==> config.mk <==
export PLATFORM = sky130hd
export DESIGN_NAME = fpu
export DESIGN_NICKNAME = d
export VERILOG_FILES = /design/src/logic/fpu_pkg.sv /design/src/logic/fpu_add.sv /design/src/logic/fpu_mul.sv /design/src/logic/fpu.sv
export SDC_FILE = /design/constraint.sdc
export NUM_CORES = 2
export LEC_CHECK = 0
export BUFFER_PORTS_ARGS = -buffer_cell sky130_fd_sc_hd__buf_4
export CAP_MARGIN = 30
export CORE_MARGIN = 1.5
export CORE_UTILIZATION = 40
export CTS_CLUSTER_SIZE = 8
export DETAILED_ROUTE_END_ITERATION = 8
export PLACE_DENSITY = 0.56
export SLEW_MARGIN = 20
export SYNTH_ARGS = -nofsm -noshare
export SYNTH_HDL_FRONTEND = slang
export SYNTH_SLANG_ARGS = --single-unit
==> constraint.sdc <==
create_clock -name i_clock -period 17 [get_ports i_clock]
set_clock_uncertainty 0.05 [all_clocks]
set_input_delay 1.7 -clock i_clock [delete_from_list [all_inputs] [get_ports i_clock]]
set_output_delay 1.7 -clock i_clock [all_outputs]
set_load 0.01 [all_outputs]
==> src/logic/fpu_pkg.sv <==
package fpu_pkg;

	localparam int SIGN_BIT = 31;
	localparam int EXP_BIAS = 127;
	localparam int EXP_MAX = 255;
	localparam int MANT_WIDTH = 24; // hidden bit included.
	localparam int ADD_WIDTH = MANT_WIDTH + 3; // three guard bits under the mantissa.

	typedef logic [SIGN_BIT:0] float_t;
	typedef logic [7:0] exponent_t;
	typedef logic [MANT_WIDTH-1:0] mantissa_t;

	typedef enum logic [4:0] {
		FPU_OP_ADD = 5'd0,
		FPU_OP_SUB = 5'd1,
		FPU_OP_MUL = 5'd2,
		FPU_OP_MOV = 5'd3,
		FPU_OP_CMP_EQUAL = 5'd4,
		FPU_OP_CMP_LESS = 5'd5,
		FPU_OP_CMP_LEQUAL = 5'd6,
		FPU_OP_SGNJ = 5'd7,
		FPU_OP_SGNJN = 5'd8,
		FPU_OP_SGNJX = 5'd9,
		FPU_OP_MIN = 5'd10,
		FPU_OP_MAX = 5'd11
	} fpu_op_t;

	typedef enum logic [2:0] {
		ADD_IDLE,
		ADD_UNPACK,
		ADD_ALIGN,
		ADD_ADD,
		ADD_NORMALIZE,
		ADD_DONE
	} add_state_t;

	typedef enum logic [2:0] {
		MUL_IDLE,
		MUL_UNPACK,
		MUL_MULTIPLY,
		MUL_NORMALIZE,
		MUL_DONE
	} mul_state_t;

	function automatic exponent_t get_exponent(float_t value);
		return value[SIGN_BIT-1 -: 8];
	endfunction

	// a zero exponent is only ever a zero here, so it has no hidden bit.
	function automatic mantissa_t get_mantissa(float_t value);
		return {value[SIGN_BIT-1 -: 8] != 8'd0, value[MANT_WIDTH-2:0]};
	endfunction

endpackage

==> src/logic/fpu_add.sv <==
module fpu_add import fpu_pkg::*; (
	input  logic   i_clock,
	input  logic   i_reset,
	input  logic   i_request,
	input  float_t i_op1,
	input  float_t i_op2,
	output logic   o_ready,
	output float_t o_result
);

	add_state_t state;

	logic sign_a;
	logic sign_b;
	logic sign_r;
	exponent_t exp_a;
	exponent_t exp_b;
	exponent_t exp_r;
	logic [ADD_WIDTH-1:0] mant_a;
	logic [ADD_WIDTH-1:0] mant_b;
	logic [ADD_WIDTH:0] sum; // top bit catches the carry of an add.

	assign o_ready = (state == ADD_DONE);

	always_ff @(posedge i_clock) begin
		if (i_reset) begin
			state <= ADD_IDLE;
		end else begin
			case (state)
				ADD_IDLE: begin
					if (i_request) begin
						state <= ADD_UNPACK;
					end
				end

				ADD_UNPACK: begin
					sign_a <= i_op1[SIGN_BIT];
					sign_b <= i_op2[SIGN_BIT];
					exp_a <= get_exponent(i_op1);
					exp_b <= get_exponent(i_op2);
					mant_a <= {get_mantissa(i_op1), 3'b000};
					mant_b <= {get_mantissa(i_op2), 3'b000};
					state <= ADD_ALIGN;
				end

				// the smaller operand is shifted in one go, bits past the guard bits are lost.
				ADD_ALIGN: begin
					if (exp_a >= exp_b) begin
						mant_b <= mant_b >> (exp_a - exp_b);
						exp_r <= exp_a;
					end else begin
						mant_a <= mant_a >> (exp_b - exp_a);
						exp_r <= exp_b;
					end
					state <= ADD_ADD;
				end

				ADD_ADD: begin
					if (sign_a == sign_b) begin
						sum <= {1'b0, mant_a} + {1'b0, mant_b};
						sign_r <= sign_a;
					end else if (mant_a >= mant_b) begin
						sum <= {1'b0, mant_a - mant_b};
						sign_r <= sign_a;
					end else begin
						sum <= {1'b0, mant_b - mant_a};
						sign_r <= sign_b;
					end
					state <= ADD_NORMALIZE;
				end

				// shifts left one bit per cycle until the hidden bit is in place.
				ADD_NORMALIZE: begin
					if (sum == '0) begin
						o_result <= '0; // exact cancellation packs as +0.
						state <= ADD_DONE;
					end else if (sum[ADD_WIDTH]) begin
						o_result <= {sign_r, exp_r + 8'd1, sum[ADD_WIDTH-1 -: MANT_WIDTH-1]};
						state <= ADD_DONE;
					end else if (sum[ADD_WIDTH-1]) begin
						o_result <= {sign_r, exp_r, sum[ADD_WIDTH-2 -: MANT_WIDTH-1]};
						state <= ADD_DONE;
					end else if (exp_r <= 8'd1) begin
						o_result <= '0; // would go denormal.
						state <= ADD_DONE;
					end else begin
						sum <= sum << 1;
						exp_r <= exp_r - 8'd1;
					end
				end

				ADD_DONE: begin
					if (!i_request) begin
						state <= ADD_IDLE;
					end
				end

				default: begin
					state <= ADD_IDLE;
				end
			endcase
		end
	end

endmodule

==> src/logic/fpu_mul.sv <==
module fpu_mul import fpu_pkg::*; (
	input  logic   i_clock,
	input  logic   i_reset,
	input  logic   i_request,
	input  float_t i_op1,
	input  float_t i_op2,
	output logic   o_ready,
	output float_t o_result
);

	mul_state_t state;

	logic sign_r;
	logic zero_in;
	mantissa_t mant_a;
	mantissa_t mant_b;
	logic signed [9:0] exp_sum; // room for the sign and the overflow of two exponents.
	logic signed [9:0] exp_norm;
	logic [2*MANT_WIDTH-1:0] product;

	// a product of two normal mantissas lies in [1, 4), so one bit of shift is enough.
	assign exp_norm = exp_sum + (product[2*MANT_WIDTH-1] ? 10'sd1 : 10'sd0);
	assign o_ready = (state == MUL_DONE);

	always_ff @(posedge i_clock) begin
		if (i_reset) begin
			state <= MUL_IDLE;
		end else begin
			case (state)
				MUL_IDLE: begin
					if (i_request) begin
						state <= MUL_UNPACK;
					end
				end

				MUL_UNPACK: begin
					sign_r <= i_op1[SIGN_BIT] ^ i_op2[SIGN_BIT];
					zero_in <= (get_exponent(i_op1) == '0) || (get_exponent(i_op2) == '0);
					exp_sum <= 10'(int'(get_exponent(i_op1)) + int'(get_exponent(i_op2)) - EXP_BIAS);
					mant_a <= get_mantissa(i_op1);
					mant_b <= get_mantissa(i_op2);
					state <= MUL_MULTIPLY;
				end

				MUL_MULTIPLY: begin
					product <= mant_a * mant_b;
					state <= MUL_NORMALIZE;
				end

				MUL_NORMALIZE: begin
					if (zero_in || exp_norm <= 0) begin
						o_result <= '0;
					end else if (exp_norm >= EXP_MAX) begin
						// no infinity, overflow saturates at the largest finite value.
						o_result <= {sign_r, exponent_t'(EXP_MAX - 1), {(MANT_WIDTH-1){1'b1}}};
					end else if (product[2*MANT_WIDTH-1]) begin
						o_result <= {sign_r, exponent_t'(exp_norm),
							product[2*MANT_WIDTH-2 -: MANT_WIDTH-1]};
					end else begin
						o_result <= {sign_r, exponent_t'(exp_norm),
							product[2*MANT_WIDTH-3 -: MANT_WIDTH-1]};
					end
					state <= MUL_DONE;
				end

				MUL_DONE: begin
					if (!i_request) begin
						state <= MUL_IDLE;
					end
				end

				default: begin
					state <= MUL_IDLE;
				end
			endcase
		end
	end

endmodule

==> src/logic/fpu.sv <==
module fpu import fpu_pkg::*; (
	input  logic    i_clock,
	input  logic    i_reset,
	input  logic    i_request,
	input  fpu_op_t i_op,
	input  float_t  i_op1,
	input  float_t  i_op2,
	output logic    o_ready,
	output float_t  o_result
);

	logic add_request;
	logic add_ready;
	float_t add_result;
	logic sub_request;
	logic sub_ready;
	float_t sub_result;
	logic mul_request;
	logic mul_ready;
	float_t mul_result;
	float_t neg_op2;
	logic cmp_equal;
	logic cmp_less;
	logic sel_ready;

	assign add_request = i_request && (i_op == FPU_OP_ADD);
	assign mul_request = i_request && (i_op == FPU_OP_MUL);

	// compares and min/max all look at op1 - op2.
	assign sub_request = i_request && (i_op inside {FPU_OP_SUB, FPU_OP_CMP_EQUAL,
		FPU_OP_CMP_LESS, FPU_OP_CMP_LEQUAL, FPU_OP_MIN, FPU_OP_MAX});
	assign neg_op2 = {~i_op2[SIGN_BIT], i_op2[SIGN_BIT-1:0]};

	fpu_add u_add (
		.i_clock(i_clock),
		.i_reset(i_reset),
		.i_request(add_request),
		.i_op1(i_op1),
		.i_op2(i_op2),
		.o_ready(add_ready),
		.o_result(add_result)
	);

	fpu_add u_sub (
		.i_clock(i_clock),
		.i_reset(i_reset),
		.i_request(sub_request),
		.i_op1(i_op1),
		.i_op2(neg_op2),
		.o_ready(sub_ready),
		.o_result(sub_result)
	);

	fpu_mul u_mul (
		.i_clock(i_clock),
		.i_reset(i_reset),
		.i_request(mul_request),
		.i_op1(i_op1),
		.i_op2(i_op2),
		.o_ready(mul_ready),
		.o_result(mul_result)
	);

	assign cmp_equal = (sub_result[SIGN_BIT-1:0] == '0); // +0 and -0 both count.
	assign cmp_less = sub_result[SIGN_BIT];

	always_comb begin
		case (i_op)
			FPU_OP_ADD: sel_ready = add_ready;
			FPU_OP_SUB, FPU_OP_CMP_EQUAL, FPU_OP_CMP_LESS, FPU_OP_CMP_LEQUAL,
			FPU_OP_MIN, FPU_OP_MAX: sel_ready = sub_ready;
			FPU_OP_MUL: sel_ready = mul_ready;
			FPU_OP_MOV, FPU_OP_SGNJ, FPU_OP_SGNJN, FPU_OP_SGNJX: sel_ready = 1'b1;
			default: sel_ready = 1'b0;
		endcase
	end

	assign o_ready = i_request & sel_ready;

	always_comb begin
		case (i_op)
			FPU_OP_ADD: o_result = add_result;
			FPU_OP_SUB: o_result = sub_result;
			FPU_OP_MUL: o_result = mul_result;
			FPU_OP_MOV: o_result = i_op1;
			FPU_OP_CMP_EQUAL: o_result = {{SIGN_BIT{1'b0}}, cmp_equal};
			FPU_OP_CMP_LESS: o_result = {{SIGN_BIT{1'b0}}, cmp_less};
			FPU_OP_CMP_LEQUAL: o_result = {{SIGN_BIT{1'b0}}, cmp_equal | cmp_less};
			FPU_OP_SGNJ: o_result = {i_op2[SIGN_BIT], i_op1[SIGN_BIT-1:0]};
			FPU_OP_SGNJN: o_result = {~i_op2[SIGN_BIT], i_op1[SIGN_BIT-1:0]};
			FPU_OP_SGNJX: o_result = {i_op1[SIGN_BIT] ^ i_op2[SIGN_BIT], i_op1[SIGN_BIT-1:0]};
			FPU_OP_MIN: o_result = sub_result[SIGN_BIT] ? i_op1 : i_op2;
			FPU_OP_MAX: o_result = sub_result[SIGN_BIT] ? i_op2 : i_op1;
			default: o_result = '0;
		endcase
	end

endmodule

==> impl_metrics.toml <==
[status]
status = "complete, no violations"

[routing]
antenna_left = 0
routed_via_density = 5.784
num_vias = 42520
wl_um = 186300
drt_iter0_drc = 4350
wl_per_cell_um = 25.34
drc_errors = 0
dr.pass1.iters = 7

[grt]
grt_busiest_layer = "met2"
grt_antenna_before_repair = 25
grt_use_met2_pct = 43.35
grt_max_degree = 62
overflow = 0
grt_pass1_vias = 41810
grt_use_met3_pct = 5.501
grt_util_met1_pct = 39.26
grt_use_total_pct = 28.53
grt_pass1_wl_um = 276800

[clock_tree]
cts_tree = "yes"
post_cts_resized = 0
cts.path.max_buffers = 3
cts_made_buffers = 58
cts.sink_count = 408
cts.clk_slew.worst_paths_ps = 50
cts_max_level = 2
hold_buffers = 0
post_cts_buffers = 0
clock-root-buffer = "clkbuf_16"
clock_latency_ps = 660

[sta]
setup_viol = 0
rsz0062_at_grt = "false"
worst_slew_pin_slew_ps = 1045
fin_setup_tns_ps = 0
finalHoldViolCount = 0
hold_ws_ps = 470.6
final.min_clock_period_ps = 7914
max_freq_mhz = 126.4
finalCritPeriodShare_pct = 46.55
slew_violations = 0
setup_slack_ps = 9086
relSlewSlack_pct = 30.30

[finish]
post-route-cell-area_mm2 = 0.05515
fillers = 12530
multiInputGateArea_mm2 = 0.03460
num-nets-final = 6605
seqCellArea_mm2 = 0.01216
area_growth_pct = 8.369
drive_above_1_share_pct = 7.175

[synth]
netlist_instances = 5734
async_flop_share_pct = 0
ys_seq_area_share_pct = 23.90
syn_nets = 6675
synth_ff_type = "edfxtp_1"
syn_area_mm2 = 0.05089
ys_warn_count = 0
synth_area_per_cell_um2 = 8.876
ys_top_cells_by_count = "nand2_1, inv_1, fa_1"
synth.distinct_cells = 103
synth_top_cell_area_share_pct = 23.54
synth_edf_count = 399
synth.area.top_cells = "edfxtp_1, fa_1, ha_1, nand2_1, inv_1"
synth.most_common_cell = "nand2_1"
synth.ff_latch_count = 408
yosysTopAreaCell = "edfxtp_1"

[worst_setup_path]
cp_max_fo = 24
path_class = "reg -> reg"
critPathArrivalTime_ps = 8240
cp_top_family = "adder cells"
reg2reg_depth = 27
cp_slowest_cell = "edfxtp_1"
critPathMaxStageDelay_ps = 950
start_kind = "flop"
r2r-end = "u_mul.product[47]"
endpoint_kind = "flop"
required_ps = 17330
r2r_slack_ps = 9090
cp.buffers_inverters = 7
r2r_start = "u_mul.mant_a[13]"

[min_path]
worstHoldStart = "u_mul.sign_r"
holdPathStages = 1
hold_class = "reg -> reg"
holdPathEnd = "u_mul.o_result[31]"

[floorplan]
fp.dieW_um = 359.7
fp-row-count = 130
die_area_mm2 = 0.1294
num_io_pins = 105
core-area_mm2 = 0.1259
die-height_um = 359.7
start_util_pct = 40.42

[power_and_ir_drop]
power_density_mw_per_mm2 = 58.34
vdd_drop_max_uv = 84.04
cellLeakagePower_nw = 24.18

[run]
maxCapViolCount = 0

[place]
gp_congestion = 1.016
port_buffers = 104
pre_cts_slack_ps = 9050
dp_hpwl_um = 148000
placed_area_mm2 = 0.05335
## kinds of logic (layout without fill, tap and decap cells)
kind of cell    count (synthesis)  after routing  share of synthesized area, %
xor+xnor                      147            147                         2.530
simple gates                 1806           1806                         16.77
fa+ha+maj                     869            869                         28.62
mux                           187            187                         4.718
other cells                     0              2                             0
buf+inv                      1123           1089                         8.482
compound gates               1194           1194                         14.98
flops                         408            408                         23.90
## area by class of cell
cell class	count	share of cell area, %
clock buffer	91	2.949
tap	1650	3.743
timing repair buffer	206	3.049
clock inverter	5	0.1134
inverter	787	5.356
antenna	2	0.009075
multi-input combinational	4203	62.73
sequential	408	22.05
## flip-flops by register name, summed over array words and instances (netlist names), 10 cells and up
register / cells
u_mul.product: 25
u_add.mant_b: 27
u_mul.exp_sum: 10
u_sub.mant_b: 27
u_add.o_result: 32
u_mul.o_result: 32
u_sub.o_result: 32
u_sub.sum: 28
u_add.mant_a: 27
u_sub.mant_a: 27
u_mul.mant_a: 24
u_mul.mant_b: 24
u_add.sum: 28
## worst reg2reg max path, stage by stage (launching register included)
cell and delay [ps]:
edfxtp_1 950, nand2_1 190, fa_1 580, inv_1 50, fa_1 480, inv_1 60
fa_1 530, inv_1 50, fa_1 500, inv_1 50, fa_1 540, inv_1 50
fa_1 490, inv_1 50, fa_1 470, inv_1 40, ha_1 280, a21o_1 180
a21oi_1 180, o22ai_1 150, nand2b_1 100, o311a_1 390, a21oi_1 210, nor3_2 360
o311ai_1 200, a21o_1 230, a21oi_1 170, xnor2_1 70
## routing by layer
layer,routed length (µm),vias to the layer above
met1,78200,21100
met5,246,-
met4,9815,32
met2,81170,1884
met3,16880,359
li1,-,19140
## layout by cell type (no fill, tap or decap), types with 68 or more instances in the layout
master    instances
nand2_1         789
inv_1           784
fa_1            491
edfxtp_1        399
ha_1            375
a21oi_1         338
and2_1          324
o21ai_0         283
nor2_1          264
buf_4           186
mux2i_1         133
nand3_1          97
xnor2_1          88
nor3_1           75
a22oi_1          68
## metrics by stage
step	instances	power, mW	util, %
2_1_floorplan	5734	1.785	-
3_3_place_gp	7232	2.105	42.22
3_5_place_dp	7246	2.106	42.38
4_1_cts	7342	3.220	43.72
5_1_grt	7350	3.365	43.80
6_report	7352	3.218	43.81
## where the power goes
part	total, mW	switching [mW]	internal (mW)	leakage [nW]
Clock	1.11	0.465	0.647	0.808
Combinational	0.938	0.585	0.353	19.7
Sequential	1.17	0.0248	1.14	3.68
Total	3.22	1.07	2.14	24.2
## worst max path at each step
stage	start	to	slack, ps	depth (start not counted)
2_1_floorplan	u_mul.mant_b[3]	u_mul.product[47]	10240	28
3_3_place_gp	u_mul.mant_a[13]	u_mul.product[47]	9050	27
3_5_place_dp	u_mul.mant_a[13]	u_mul.product[47]	9050	27
4_1_cts	u_mul.mant_a[13]	u_mul.product[47]	9030	27
5_1_grt	u_mul.mant_a[13]	u_mul.product[47]	8640	27
6_report	u_mul.mant_a[13]	u_mul.product[47]	9090	27
(Power assumes the default switching activity.)
